## config.mk

```make
export PLATFORM = sky130hd
export DESIGN_NAME = csr_top
export DESIGN_NICKNAME = d
export VERILOG_FILES = /design/src/csr_pkg.sv /design/src/csr_event_if.sv /design/src/csr_mode_regs.sv /design/src/csr_exception_regs.sv /design/src/csr_timer.sv /design/src/csr_readback.sv /design/src/csr_top.sv
export VERILOG_INCLUDE_DIRS = /design/src
export SDC_FILE = /design/constraint.sdc
export NUM_CORES = 1
export LEC_CHECK = 0
export ABC_AREA = 1
export BUFFER_PORTS_ARGS = -buffer_cell sky130_fd_sc_hd__clkbuf_2
export CAP_MARGIN = 40
export CORE_MARGIN = 5
export CORE_UTILIZATION = 45
export CTS_CLUSTER_DIAMETER = 80
export DETAILED_ROUTE_END_ITERATION = 6
export PLACE_DENSITY = 0.66
export SKIP_CTS_REPAIR_TIMING = 1
export SYNTH_ARGS = -nofsm -noshare
export SYNTH_HDL_FRONTEND = slang
export SYNTH_SLANG_ARGS = --single-unit
```

## constraint.sdc

```tcl
create_clock -name clk -period 5.49 [get_ports clk]
set_input_delay 0.549 -clock clk [delete_from_list [all_inputs] [get_ports clk]]
set_output_delay 0.549 -clock clk [all_outputs]
set_load 0.05 [all_outputs]
```

## src/csr_settings.svh

```systemverilog
`ifndef CSR_SETTINGS_SVH
`define CSR_SETTINGS_SVH

`define CSR_ADDR_W 14
`define CSR_DATA_W 32

// csr address map
`define CSR_ADDR_CRMD   14'h000
`define CSR_ADDR_PRMD   14'h001
`define CSR_ADDR_ECTL   14'h004
`define CSR_ADDR_ESTAT  14'h005
`define CSR_ADDR_ERA    14'h006
`define CSR_ADDR_EENTRY 14'h00c
`define CSR_ADDR_SAVE0  14'h030
`define CSR_ADDR_SAVE1  14'h031
`define CSR_ADDR_SAVE2  14'h032
`define CSR_ADDR_SAVE3  14'h033
`define CSR_ADDR_TID    14'h040
`define CSR_ADDR_TCFG   14'h041
`define CSR_ADDR_TVAL   14'h042
`define CSR_ADDR_TICLR  14'h044

// interrupt and exception fields
`define HWI_W      8
`define INT_PEND_W 13
`define ECODE_W    6
`define ESUBCODE_W 9
`define TI_BIT     11

`endif

```

## src/csr_pkg.sv

```systemverilog
`include "csr_settings.svh"

package csr_pkg;

    typedef logic [1:0] plv_t;

    // current mode word
    typedef struct packed {
        logic [22:0] reserved;
        logic [1:0]  datm;
        logic [1:0]  datf;
        logic        pg;
        logic        da;
        logic        ie;
        plv_t        plv;
    } crmd_t;

    // timer config word
    typedef struct packed {
        logic [29:0] initval;
        logic        periodic;
        logic        en;
    } tcfg_t;

    // write data seen either raw or through a register's fields
    typedef union packed {
        logic [`CSR_DATA_W-1:0] raw;
        crmd_t                  crmd;
        tcfg_t                  tcfg;
    } csr_word_u;

endpackage

```

## src/csr_event_if.sv

```systemverilog
`include "csr_settings.svh"

interface csr_event_if;

    logic                   excp_flush;
    logic                   ertn_flush;
    logic [`ECODE_W-1:0]    ecode;
    logic [`ESUBCODE_W-1:0] esubcode;
    logic [`CSR_DATA_W-1:0] era_in;

    // mode registers only care about the flush pulses
    modport mode_side (input excp_flush, input ertn_flush);

    modport info_side (input excp_flush, input ecode, input esubcode, input era_in);

endinterface

```

## src/csr_mode_regs.sv

```systemverilog
`include "csr_settings.svh"

module csr_mode_regs
    import csr_pkg::*;
(
    input  logic                    clk,
    input  logic                    reset,
    input  logic                    wr_en,
    input  logic [`CSR_ADDR_W-1:0]  waddr,
    input  csr_word_u               wdata,
    csr_event_if.mode_side          ev,
    output plv_t                    plv_out,
    output logic                    ie,
    output logic [`INT_PEND_W-1:0]  ectl_lie,
    output logic [`CSR_DATA_W-1:0]  crmd_q,
    output logic [`CSR_DATA_W-1:0]  prmd_q,
    output logic [`CSR_DATA_W-1:0]  ectl_q
);

    localparam crmd_t CRMD_RST = '{reserved: '0, datm: 2'b0, datf: 2'b0,
                                   pg: 1'b0, da: 1'b1, ie: 1'b0, plv: 2'b0};

    crmd_t                  crmd;
    plv_t                   pplv;
    logic                   pie;
    logic [`INT_PEND_W-1:0] lie;
    logic                   crmd_wen;
    logic                   prmd_wen;
    logic                   ectl_wen;

    assign crmd_wen = wr_en && (waddr == `CSR_ADDR_CRMD);
    assign prmd_wen = wr_en && (waddr == `CSR_ADDR_PRMD);
    assign ectl_wen = wr_en && (waddr == `CSR_ADDR_ECTL);

    always_ff @(posedge clk) begin
        if (reset) begin
            crmd <= CRMD_RST;
            pplv <= 2'b0;
            pie  <= 1'b0;
        end else if (ev.excp_flush) begin
            // enter kernel mode, interrupts off
            pplv     <= crmd.plv;
            pie      <= crmd.ie;
            crmd.plv <= 2'b0;
            crmd.ie  <= 1'b0;
        end else if (ev.ertn_flush) begin
            crmd.plv <= pplv;
            crmd.ie  <= pie;
        end else begin
            if (crmd_wen) begin
                crmd.plv  <= wdata.crmd.plv;
                crmd.ie   <= wdata.crmd.ie;
                crmd.da   <= wdata.crmd.da;
                crmd.pg   <= wdata.crmd.pg;
                crmd.datf <= wdata.crmd.datf;
                crmd.datm <= wdata.crmd.datm;
            end
            if (prmd_wen) begin
                pplv <= wdata.raw[1:0];
                pie  <= wdata.raw[2];
            end
        end
    end

    always_ff @(posedge clk) begin
        if (reset) begin
            lie <= '0;
        end else if (ectl_wen) begin
            lie <= wdata.raw[`INT_PEND_W-1:0];
        end
    end

    // plv as it will be after this edge
    assign plv_out = ev.excp_flush ? 2'b0 :
                     ev.ertn_flush ? pplv :
                     crmd_wen      ? wdata.crmd.plv :
                                     crmd.plv;

    assign ie       = crmd.ie;
    assign ectl_lie = lie;
    assign crmd_q   = crmd;
    assign prmd_q   = {29'b0, pie, pplv};
    assign ectl_q   = {{(`CSR_DATA_W-`INT_PEND_W){1'b0}}, lie};

    // pipeline never retires both in one cycle
    assert property (@(posedge clk) disable iff (reset) !(ev.excp_flush && ev.ertn_flush))
        else $error("excp_flush and ertn_flush asserted together");

endmodule

```

## src/csr_exception_regs.sv

```systemverilog
`include "csr_settings.svh"

module csr_exception_regs
    import csr_pkg::*;
(
    input  logic                    clk,
    input  logic                    reset,
    input  logic                    wr_en,
    input  logic [`CSR_ADDR_W-1:0]  waddr,
    input  csr_word_u               wdata,
    csr_event_if.info_side          ev,
    input  logic [`HWI_W-1:0]       interrupt,
    input  logic                    ie,
    input  logic [`INT_PEND_W-1:0]  ectl_lie,
    input  logic                    ti_pending,
    output logic                    has_int,
    output logic [`CSR_DATA_W-1:0]  estat_q,
    output logic [`CSR_DATA_W-1:0]  era_q,
    output logic [`CSR_DATA_W-1:0]  eentry_q,
    output logic [`CSR_DATA_W-1:0]  era_out,
    output logic [`CSR_DATA_W-1:0]  eentry_out
);

    logic [1:0]             is_sw;
    logic [`HWI_W-1:0]      is_hw;
    logic [`ECODE_W-1:0]    ecode;
    logic [`ESUBCODE_W-1:0] esubcode;
    logic [`CSR_DATA_W-1:0] era;
    logic [25:0]            eentry_va;
    logic [`CSR_DATA_W-1:0] estat;

    always_ff @(posedge clk) begin
        if (reset) begin
            is_sw     <= 2'b0;
            is_hw     <= '0;
            ecode     <= '0;
            esubcode  <= '0;
            era       <= '0;
            eentry_va <= '0;
        end else begin
            // hw lines sampled every cycle
            is_hw <= interrupt;
            if (ev.excp_flush) begin
                ecode    <= ev.ecode;
                esubcode <= ev.esubcode;
                era      <= ev.era_in;
            end else if (wr_en) begin
                if (waddr == `CSR_ADDR_ESTAT) begin
                    is_sw <= wdata.raw[1:0];
                end
                if (waddr == `CSR_ADDR_ERA) begin
                    era <= wdata.raw;
                end
            end
            if (wr_en && waddr == `CSR_ADDR_EENTRY) begin
                eentry_va <= wdata.raw[31:6];
            end
        end
    end

    always_comb begin
        estat               = '0;
        estat[1:0]          = is_sw;
        estat[9:2]          = is_hw;
        estat[`TI_BIT]      = ti_pending;
        estat[21:16]        = ecode;
        estat[30:22]        = esubcode;
    end

    assign has_int    = ie && (|(estat[`INT_PEND_W-1:0] & ectl_lie));
    assign estat_q    = estat;
    assign era_q      = era;
    assign era_out    = era;
    assign eentry_q   = {eentry_va, 6'b0};
    assign eentry_out = {eentry_va, 6'b0};

endmodule

```

## src/csr_timer.sv

```systemverilog
`include "csr_settings.svh"

module csr_timer
    import csr_pkg::*;
(
    input  logic                    clk,
    input  logic                    reset,
    input  logic                    wr_en,
    input  logic [`CSR_ADDR_W-1:0]  waddr,
    input  csr_word_u               wdata,
    output logic                    ti_pending,
    output logic [`CSR_DATA_W-1:0]  tid_q,
    output logic [`CSR_DATA_W-1:0]  tcfg_q,
    output logic [`CSR_DATA_W-1:0]  tval_q
);

    logic [`CSR_DATA_W-1:0] tid;
    tcfg_t                  tcfg;
    logic [`CSR_DATA_W-1:0] tval;
    logic                   timer_en;
    logic                   tid_wen;
    logic                   tcfg_wen;
    logic                   ticlr_wen;
    logic                   expire;

    assign tid_wen   = wr_en && (waddr == `CSR_ADDR_TID);
    assign tcfg_wen  = wr_en && (waddr == `CSR_ADDR_TCFG);
    assign ticlr_wen = wr_en && (waddr == `CSR_ADDR_TICLR);
    assign expire    = timer_en && (tval == '0);

    always_ff @(posedge clk) begin
        if (reset) begin
            tid <= '0;
        end else if (tid_wen) begin
            tid <= wdata.raw;
        end
    end

    // config and countdown
    always_ff @(posedge clk) begin
        if (reset) begin
            tcfg     <= '0;
            tval     <= '0;
            timer_en <= 1'b0;
        end else if (tcfg_wen) begin
            tcfg     <= wdata.tcfg;
            timer_en <= wdata.tcfg.en;
            tval     <= {wdata.tcfg.initval, 2'b00};
        end else if (expire) begin
            // reload or park at all ones
            tval     <= tcfg.periodic ? {tcfg.initval, 2'b00} : '1;
            timer_en <= tcfg.periodic;
        end else if (timer_en) begin
            tval <= tval - 1'b1;
        end
    end

    always_ff @(posedge clk) begin
        if (reset) begin
            ti_pending <= 1'b0;
        end else if (ticlr_wen && wdata.raw[0]) begin
            ti_pending <= 1'b0;
        end else if (expire && !tcfg_wen) begin
            ti_pending <= 1'b1;
        end
    end

    assign tid_q  = tid;
    assign tcfg_q = tcfg;
    assign tval_q = tval;

    // a stopped timer holds its count until reprogrammed
    assert property (@(posedge clk) disable iff (reset) !timer_en && !tcfg_wen |=> $stable(tval))
        else $error("tval moved while the timer was disabled");

endmodule

```

## src/csr_readback.sv

```systemverilog
`include "csr_settings.svh"

module csr_readback
    import csr_pkg::*;
(
    input  logic                    clk,
    input  logic                    reset,
    input  logic                    wr_en,
    input  logic [`CSR_ADDR_W-1:0]  waddr,
    input  csr_word_u               wdata,
    input  logic [`CSR_ADDR_W-1:0]  raddr,
    input  logic [`CSR_DATA_W-1:0]  crmd_q,
    input  logic [`CSR_DATA_W-1:0]  prmd_q,
    input  logic [`CSR_DATA_W-1:0]  ectl_q,
    input  logic [`CSR_DATA_W-1:0]  estat_q,
    input  logic [`CSR_DATA_W-1:0]  era_q,
    input  logic [`CSR_DATA_W-1:0]  eentry_q,
    input  logic [`CSR_DATA_W-1:0]  tid_q,
    input  logic [`CSR_DATA_W-1:0]  tcfg_q,
    input  logic [`CSR_DATA_W-1:0]  tval_q,
    output logic [`CSR_DATA_W-1:0]  rdata
);

    logic [`CSR_DATA_W-1:0] save [4];
    logic [`CSR_DATA_W-1:0] sel;

    // scratch registers
    always_ff @(posedge clk) begin
        if (reset) begin
            save <= '{default: '0};
        end else if (wr_en) begin
            case (waddr)
                `CSR_ADDR_SAVE0: save[0] <= wdata.raw;
                `CSR_ADDR_SAVE1: save[1] <= wdata.raw;
                `CSR_ADDR_SAVE2: save[2] <= wdata.raw;
                `CSR_ADDR_SAVE3: save[3] <= wdata.raw;
                default: ;
            endcase
        end
    end

    always_comb begin
        case (raddr)
            `CSR_ADDR_CRMD:   sel = crmd_q;
            `CSR_ADDR_PRMD:   sel = prmd_q;
            `CSR_ADDR_ECTL:   sel = ectl_q;
            `CSR_ADDR_ESTAT:  sel = estat_q;
            `CSR_ADDR_ERA:    sel = era_q;
            `CSR_ADDR_EENTRY: sel = eentry_q;
            `CSR_ADDR_SAVE0:  sel = save[0];
            `CSR_ADDR_SAVE1:  sel = save[1];
            `CSR_ADDR_SAVE2:  sel = save[2];
            `CSR_ADDR_SAVE3:  sel = save[3];
            `CSR_ADDR_TID:    sel = tid_q;
            `CSR_ADDR_TCFG:   sel = tcfg_q;
            `CSR_ADDR_TVAL:   sel = tval_q;
            // ticlr and holes read zero
            default:          sel = '0;
        endcase
        rdata = (wr_en && waddr == raddr) ? wdata.raw : sel;
    end

endmodule

```

## src/csr_top.sv

```systemverilog
`include "csr_settings.svh"

module csr_top
    import csr_pkg::*;
(
    input  logic                    clk,
    input  logic                    reset,
    input  logic [`CSR_ADDR_W-1:0]  csr_raddr,
    output logic [`CSR_DATA_W-1:0]  csr_rdata,
    input  logic                    csr_wr_en,
    input  logic [`CSR_ADDR_W-1:0]  csr_waddr,
    input  logic [`CSR_DATA_W-1:0]  csr_wdata,
    input  logic                    excp_flush,
    input  logic                    ertn_flush,
    input  logic [`ECODE_W-1:0]     ecode_in,
    input  logic [`ESUBCODE_W-1:0]  esubcode_in,
    input  logic [`CSR_DATA_W-1:0]  era_in,
    input  logic [`HWI_W-1:0]       interrupt,
    output logic                    has_int,
    output logic [1:0]              plv_out,
    output logic [`CSR_DATA_W-1:0]  era_out,
    output logic [`CSR_DATA_W-1:0]  eentry_out
);

    csr_word_u              wdata;
    logic                   ie;
    logic [`INT_PEND_W-1:0] ectl_lie;
    logic                   ti_pending;
    logic [`CSR_DATA_W-1:0] crmd_q;
    logic [`CSR_DATA_W-1:0] prmd_q;
    logic [`CSR_DATA_W-1:0] ectl_q;
    logic [`CSR_DATA_W-1:0] estat_q;
    logic [`CSR_DATA_W-1:0] era_q;
    logic [`CSR_DATA_W-1:0] eentry_q;
    logic [`CSR_DATA_W-1:0] tid_q;
    logic [`CSR_DATA_W-1:0] tcfg_q;
    logic [`CSR_DATA_W-1:0] tval_q;

    csr_event_if ev ();

    assign wdata.raw     = csr_wdata;
    assign ev.excp_flush = excp_flush;
    assign ev.ertn_flush = ertn_flush;
    assign ev.ecode      = ecode_in;
    assign ev.esubcode   = esubcode_in;
    assign ev.era_in     = era_in;

    csr_mode_regs u_mode (
        .clk(clk), .reset(reset), .wr_en(csr_wr_en), .waddr(csr_waddr), .wdata(wdata),
        .ev(ev), .plv_out(plv_out), .ie(ie), .ectl_lie(ectl_lie),
        .crmd_q(crmd_q), .prmd_q(prmd_q), .ectl_q(ectl_q)
    );

    csr_exception_regs u_excp (
        .clk(clk), .reset(reset), .wr_en(csr_wr_en), .waddr(csr_waddr), .wdata(wdata),
        .ev(ev), .interrupt(interrupt), .ie(ie), .ectl_lie(ectl_lie),
        .ti_pending(ti_pending), .has_int(has_int), .estat_q(estat_q), .era_q(era_q),
        .eentry_q(eentry_q), .era_out(era_out), .eentry_out(eentry_out)
    );

    csr_timer u_timer (
        .clk(clk), .reset(reset), .wr_en(csr_wr_en), .waddr(csr_waddr), .wdata(wdata),
        .ti_pending(ti_pending), .tid_q(tid_q), .tcfg_q(tcfg_q), .tval_q(tval_q)
    );

    csr_readback u_readback (
        .clk(clk), .reset(reset), .wr_en(csr_wr_en), .waddr(csr_waddr), .wdata(wdata),
        .raddr(csr_raddr), .crmd_q(crmd_q), .prmd_q(prmd_q), .ectl_q(ectl_q),
        .estat_q(estat_q), .era_q(era_q), .eentry_q(eentry_q), .tid_q(tid_q),
        .tcfg_q(tcfg_q), .tval_q(tval_q), .rdata(csr_rdata)
    );

endmodule

```

=== Word-level counts from Yosys, hierarchy flattened ===
Cells that the tools add are included.

* Flip-flop bits (word level): 334
* Logic and storage cells: 114
* Memories kept: 0
* Memory bits (writable): 0
* Latch bits: 0
* ROM bits: 0

* Order comparisons: 0
* Eq/ne operators: 26
* Muxes and demuxes: 22
* Divide/modulo/power cells: 0
* Bitwise operators: 3
* Shifts and indexed selects: 0
* $mul: 0
* Reduce and logical (&&, ||, !) cells: 35
* Add/sub/neg operators: 1

{| class="wikitable"
|+ Operators with widths
! operator !! number
|-
| case mux 32 bit (13 select lines) || 1
|-
| 2-to-1 mux 32 bit || 8
|-
| equality test 14 x 6 -> 1 bit (second input constant) || 8
|-
| equality test 14 x 3 -> 1 bit (second input constant) || 6
|-
| equality test 14 x 7 -> 1 bit (second input constant) || 6
|-
| logical NOT 32 bit || 1
|-
| subtractor 32 x 1 -> 32 bit (second input constant) || 1
|-
| equality test 14 x 1 -> 1 bit (second input constant) || 2
|-
| equality test 14 x 4 -> 1 bit (second input constant) || 2
|-
| logical NOT 14 bit || 2
|-
| equality test 14 bit || 1
|-
| AND 12 x 13 -> 13 bit || 1
|-
| OR reduction 13 bit || 1
|-
| logical AND 1 bit || 12
|-
| 2-to-1 mux 2 bit || 6
|-
| AND reduction 2 bit || 6
|-
| nonzero test 2 bit || 6
|-
| 2-to-1 mux 3 bit || 2
|-
| AND reduction 3 bit || 2
|-
| OR reduction 2 bit || 3
|-
| 2-to-1 mux 1 bit || 5
|-
| nonzero test 3 bit || 1
|-
| inequality test 2 bit (second input constant) || 1
|-
| NOT 1 bit || 2
|-
| logical NOT 1 bit || 1
|}

=== Longest topological paths before layout ===
* Depth in word-level cells: 5
* Depth in mapped cells: 13
* Gate-level depth less buffers: 12

=== Modules after synthesis ===
From an unflattened synthesis, not the netlist that was laid out.

* Cells, all modules: 3286
* Area total of the unflattened synthesis: 20415.8 µm²

{| class="wikitable"
|+ Modules (own cells, without submodules)
! module !! area each (µm²) !! cells an instance !! instances !! seq. area each (µm²)
|-
| csr_readback || 9069.9 || 1551 || 1 || 2562.5
|-
| csr_timer || 5225.0 || 812 || 1 || 1961.9
|-
| csr_exception_regs || 4235.3 || 637 || 1 || 1661.6
|-
| csr_mode_regs || 1885.6 || 286 || 1 || 500.5
|}

=== Worst setup path before layout ===
Ideal clock, no wire load.

* Path type: input to output
* Start point: input port csr_waddr[10]
* End point: output port plv_out[0]
* Buffers on the path: 0
* Setup slack: 2.830 ns
* Arrival: 2.111 ns
* Data required time: 4.941 ns
* Stages on the path: 7
* Cells stage by stage: nor2_1 nand4_1 nor2_2 a31oi_1 inv_1 nand2_1 a21oi_1

* Cells in the longest elaborated chain, start to end: 5

{| class="wikitable"
|+ Ends and longest elaborated chain
! what !! RTL line !! text
|-
| start: declaration || csr_top.sv:11 || <nowiki>input logic [`CSR_ADDR_W-1:0] csr_waddr,</nowiki>
|-
| logical NOT 14 bit (no source line) || n/a ||
|-
| logical AND 1 bit || csr_mode_regs.sv:31 || <nowiki>assign crmd_wen = wr_en && (waddr == `CSR_ADDR_CRMD);</nowiki>
|-
| 2-to-1 mux 2 bit || csr_mode_regs.sv:76 || <nowiki>crmd_wen ? wdata.crmd.plv :</nowiki>
|-
| 2-to-1 mux 2 bit || csr_mode_regs.sv:75 || <nowiki>ev.ertn_flush ? pplv :</nowiki>
|-
| 2-to-1 mux 2 bit || csr_mode_regs.sv:74 || <nowiki>assign plv_out = ev.excp_flush ? 2'b0 :</nowiki>
|-
| end: declaration || csr_top.sv:20 || <nowiki>output logic [1:0] plv_out,</nowiki>
|}

No other way between the ends.

=== Worst setup path after layout ===
* Start point: input port csr_raddr[1]
* End point: output port csr_rdata[12]

* Cells in the longest elaborated chain, start to end: 3

{| class="wikitable"
|+ Ends and longest elaborated chain
! what !! RTL line !! text
|-
| start: declaration || csr_top.sv:8 || <nowiki>input logic [`CSR_ADDR_W-1:0] csr_raddr,</nowiki>
|-
| equality test 14 x 7 -> 1 bit, or another cell as far along || csr_readback.sv:43 || <nowiki>case (raddr)</nowiki>
|-
| case mux 32 bit (13 select lines) / logical AND 1 bit (equally long branches) || csr_readback.sv:43, csr_readback.sv:60 ||
|-
| 2-to-1 mux 32 bit (*) || csr_readback.sv:60 || <nowiki>rdata = (wr_en && waddr == raddr) ? wdata.raw : sel;</nowiki>
|-
| end: declaration || csr_top.sv:9 || <nowiki>output logic [`CSR_DATA_W-1:0] csr_rdata,</nowiki>
|}

Every way passes the cells marked *; elsewhere a longest branch is shown, timed or not.

==> out/qor_table.md <==
| Group | Metric | Value |
|---|---|---|
| pwr | Static leakage power | 8.56 nW |
| pwr | Cell-internal power | 4.08 mW |
| setup path | R2r worst-path depth | 12 |
| grt | Initial antenna violation count | 4 |
| logic synthesis | Synthesis-stage register bit count | 334 |
| setup path | Arrival time at the worst endpoint | 3630 ps |
| setup path | Critical path start-end classification | in2out |
| routing | Detail-routed net length per standard cell | 20.7 um |
| die | Number of rows in the core area | 71 |
| sta | Worst slew pin tran | 922 ps |
| sta | Peak Freq | 239 MHz |
| finish | Leading cell type in the layout, fill and taps excluded | sky130_fd_sc_hd__nand2_1 |
| die | DIE AREA | 41,700 sq um |
| routing | Vias post-DR | 18,400 |
| worst hold path | Class of the tightest hold or removal check | in2reg |
| setup path | Reg-to-reg slack, setup | 2590 ps |
| pwr | Switching pwr | 1.48 mW |
| logic synthesis | Number of distinct library cell variants in the gate-level netlist after synthesis | 39 |
| routing | Post-route DRC violation count | 6 |
| setup path | Crit path capture type | primary output |
| sta | Final Max Slew Viols | 0 |
| logic synthesis | Seq/Total Area, Yosys | 39.4% |
| setup path | Beginning of the worst register-to-register path | u_timer.tval_q[1] |
| clock tree | TritonCTS clock tree | built |
| routing | Routed WL | 68,000 um |
| run | Max-cap check violation count | 0 |
| die | Die Height | 204 um |
| finish | Leading cell types in the layout, fill and taps excluded | sky130_fd_sc_hd__nand2_1 (575), sky130_fd_sc_hd__o21ai_0 (413), sky130_fd_sc_hd__dfxtp_1 (334), sky130_fd_sc_hd__a21oi_1 (278), sky130_fd_sc_hd__inv_1 (277) |
| die | Count of pins on the block boundary | 219 |
| worst hold path | Hold Path Sink | u_excp.is_hw[5] |
| sta | Final hold slack | 187 ps |
| routing | Pre-antenna DRT Iters | 7 |
| placed design | Post-place setup slack | 1400 ps |
| run status | Outcome | finished with violations |
| setup path | Kind of start point of the critical path | input pin |
| pwr | Relative contribution of sequential cells to total power | 44.6% |
| finish | Synth-to-Final Area Change | 15.3% |
| grt | Total routing resource utilization after global routing | 31.5% |
| clock tree | TritonCTS Buffers | 39 |
| logic synthesis | Mean instance size in the synthesized netlist | 6.49 sq um |
| grt | Wire length of the first global-routing pass | 102,000 um |
| pwr | Combinational cell fraction of total power | 8.1% |
| worst hold path | Worst Hold Path Cells | 3 |
| die | DIE WIDTH | 204 um |
| sta | Number of hold violations in the final report | 0 |
| clock tree | Skew-Pair Late Insertion Delay | 570 ps |
| clock tree | Library cell used as clock root buffer | sky130_fd_sc_hd__clkbuf_16 |
| setup path | R2r endpoint | u_timer.tval_q[4] |
| finish | Count of nets after finishing | 2,867 |
| run status | Violations in the final reports | design-rule violations |
| placed design | HPWL reported at the end of detailed placement | 49,400 um |
| clock tree | Depth of the CTS H-tree | 2 |
| grt | Largest net degree at the start of global routing | 122 |
| sta | Unrepaired setup endpoints after global routing | no |
| grt | Residual overflow from global routing | 0 |
| pwr | Relative contribution of the clock network to total power | 47.3% |
| placed design | Final Wtd Congestion | 0.984 |
| sta | Largest clock skew in the final design | 21.3 ps |
| clock tree | Clock-pin slew on the worst setup and hold paths | 60 ps |
| sta | Relative slew slack | 38.6% |
| placed design | Buffers on Ports | 212 |
| die | Core ar. | 37,400 sq um |
| sta | Time the worst path needs with I/O delays and setup | 4180 ps |
| clock tree | Clk sink count | 334 |
| sta | Summed negative setup slack over all endpoints | 0 ps |
| setup path | Critical Path Fanout Max | 15 |
| routing | Detail-routed via count per cell | 5.61 |
| routing | Violation count after the first detailed-route iteration | 2,403 |
| pwr | Net switching fraction of the power | 26.6% |
| sta | Final critical-path share of the clock period | 76.1% |
| routing | ANT nets after route | 0 |
| logic synthesis | Post-Synthesis Cell Area | 17,000 sq um |
| die | Effective utilization at floorplan | 45.3% |
| grt | Vias in the first global route | 16,800 |
| pwr | VDD IR-drop max | 0.249 mV |
| clock tree | Maximum clock insertion buffer count | 3 |
| logic synthesis | Cells after synthesis | 2,613 |
| pwr | Power density normalized to cell area | 284 nW/um^2 |
| worst hold path | Startpoint of the tightest hold check path | interrupt[5] |
| sta | Final-report setup violation count | 0 |
| finish | Non-filler instance count after layout | 3,286 |
| placed design | # placed instances | 3,216 |
| setup path | Critical path required time | 4940 ps |
| logic synthesis | Warnings from Yosys | 0 |
| sta | Slack of the critical path | 1310 ps |
| finish | Share of layout cells above drive strength 1 | 12.3% |
-- routing by layer --
metal | wire, um | up-vias | global-route usage [%]
met5 | 26 | - | 0
met4 | 1620 | 4 | 8.11
met3 | 7850 | 105 | 6.62
met2 | 29000 | 1045 | 46.3
met1 | 29500 | 8497 | 47.0
li1 | - | 8797 | -
-- power by group through the flow --
stage | clock (mW) | combinational [mW] | sequential [mW]
finish | 2.63 | 0.448 | 2.48
global route | 2.75 | 0.485 | 2.48
CTS | 2.65 | 0.440 | 2.48
detailed placement | 0 | 0.438 | 2.53
global placement | 0 | 0.429 | 2.53
floorplan | 0 | 0.218 | 2.57
-- cell families (layout without fill, tap and decap cells) --
family	Yosys count	in the layout	synth area share (%)
fa+ha+maj	1	1	0.0738
compound gates	750	750	22.7
xor+xnor	23	23	1.19
other cells	1	7	0.0221
flops	334	334	39.4
buf+inv	436	592	10.3
simple gates	1068	1068	26.3
-- critical path: stages --
cell                       delay (ps)
sky130_fd_sc_hd__clkbuf_2         150
sky130_fd_sc_hd__nor2_1           140
sky130_fd_sc_hd__buf_4            240
sky130_fd_sc_hd__nand3_1           90
sky130_fd_sc_hd__inv_1            480
sky130_fd_sc_hd__nand3_1          700
sky130_fd_sc_hd__nand2_1          210
sky130_fd_sc_hd__nor2_1            60
sky130_fd_sc_hd__nand2_1           50
sky130_fd_sc_hd__nor2_1            60
sky130_fd_sc_hd__nor2_4           420
sky130_fd_sc_hd__nand2_1          130
sky130_fd_sc_hd__nand2_1           80
sky130_fd_sc_hd__clkbuf_2         270
-- worst max-delay path by stage --
stage / from / endpoint / slack [ps] / cells past startpoint
2_1_floorplan: csr_waddr[10] / plv_out[0] / 2830 / 7
3_3_place_gp: csr_raddr[2] / csr_rdata[16] / 1390 / 10
3_5_place_dp: csr_raddr[1] / csr_rdata[13] / 1400 / 14
4_1_cts: csr_raddr[1] / csr_rdata[13] / 1390 / 14
5_1_grt: csr_raddr[1] / csr_rdata[13] / 1110 / 14
6_report: csr_raddr[1] / csr_rdata[12] / 1310 / 14
-- state kept, by name, summed over array words and instances, names as in the netlist, 2 cells and up --
| name | count |
|---|---|
| u_excp.is_sw | 2 |
| u_timer.tcfg_q | 32 |
| u_excp.era_out | 32 |
| u_mode.crmd_q | 8 |
| u_readback.save | 128 |
| u_timer.tid_q | 32 |
| u_mode.ectl_lie | 13 |
| u_excp.ecode | 6 |
| u_excp.is_hw | 8 |
| u_excp.eentry_va | 26 |
| u_timer.tval_q | 32 |
| u_mode.pplv | 2 |
| u_excp.esubcode | 9 |
-- metrics by stage --
step	utilization, %	power (mW)	instance area, sq um
detailed placement	48.8	2.97	18300
global placement	48.5	2.96	18100
finish	52.3	5.56	19500
global route	52.3	5.71	19500
floorplan	-	2.79	17000
CTS	52.3	5.57	19500
-- final cells by class --
type                    count  area [sq um]
clock buffers              52          1090
flip-flops and latches    334          6690
repair buffers            234          1290
well taps                 511           639
clock inverters            17           190
fillers                  3870         17900
inverters                 289          1090
diodes                      1          2.50
multi-input cells        1848          8550
-- cells in the mapped netlist --
| cell | instances | area (sq um) |
|---|---|---|
| sky130_fd_sc_hd__a22oi_1 | 3 | 22.5 |
| sky130_fd_sc_hd__a21oi_1 | 278 | 1390 |
| sky130_fd_sc_hd__o21ai_1 | 3 | 15.0 |
| sky130_fd_sc_hd__nand3_2 | 2 | 20.0 |
| sky130_fd_sc_hd__o21ai_0 | 413 | 2070 |
| sky130_fd_sc_hd__nand3_1 | 162 | 811 |
| sky130_fd_sc_hd__or2_2 | 1 | 6.26 |
| sky130_fd_sc_hd__clkbuf_1 | 88 | 330 |
| sky130_fd_sc_hd__inv_1 | 277 | 1040 |
| sky130_fd_sc_hd__a31oi_1 | 1 | 6.26 |
| sky130_fd_sc_hd__dfxtp_1 | 334 | 6690 |
| sky130_fd_sc_hd__nor2_2 | 13 | 81.3 |
| sky130_fd_sc_hd__nor2_4 | 7 | 78.8 |
| sky130_fd_sc_hd__nand2_2 | 3 | 18.8 |
| sky130_fd_sc_hd__conb_1 | 1 | 3.75 |
| sky130_fd_sc_hd__a21boi_1 | 1 | 7.51 |
| sky130_fd_sc_hd__nand4_4 | 1 | 21.3 |
| sky130_fd_sc_hd__a22o_1 | 1 | 8.76 |
| sky130_fd_sc_hd__o22ai_1 | 43 | 269 |
| sky130_fd_sc_hd__xor2_1 | 19 | 166 |
| sky130_fd_sc_hd__o21a_1 | 3 | 22.5 |
| sky130_fd_sc_hd__inv_2 | 8 | 30.0 |
| sky130_fd_sc_hd__xnor2_1 | 4 | 35.0 |
| sky130_fd_sc_hd__clkinv_1 | 4 | 15.0 |
| sky130_fd_sc_hd__buf_1 | 5 | 18.8 |
| sky130_fd_sc_hd__nand4_1 | 16 | 100 |
| sky130_fd_sc_hd__nand2_1 | 577 | 2170 |
| sky130_fd_sc_hd__and3_1 | 1 | 6.26 |
| sky130_fd_sc_hd__nand3b_1 | 11 | 82.6 |
| sky130_fd_sc_hd__buf_4 | 11 | 82.6 |
| sky130_fd_sc_hd__buf_6 | 3 | 33.8 |
| sky130_fd_sc_hd__a221oi_1 | 2 | 17.5 |
| sky130_fd_sc_hd__clkbuf_2 | 1 | 5.00 |
| sky130_fd_sc_hd__ha_1 | 1 | 12.5 |
| sky130_fd_sc_hd__nor3_4 | 2 | 32.5 |
| sky130_fd_sc_hd__buf_2 | 39 | 195 |
| sky130_fd_sc_hd__o31ai_1 | 2 | 15.0 |
| sky130_fd_sc_hd__nor2_1 | 260 | 976 |
| sky130_fd_sc_hd__nor3_1 | 12 | 60.1 |
(Power assumes the default switching activity.)
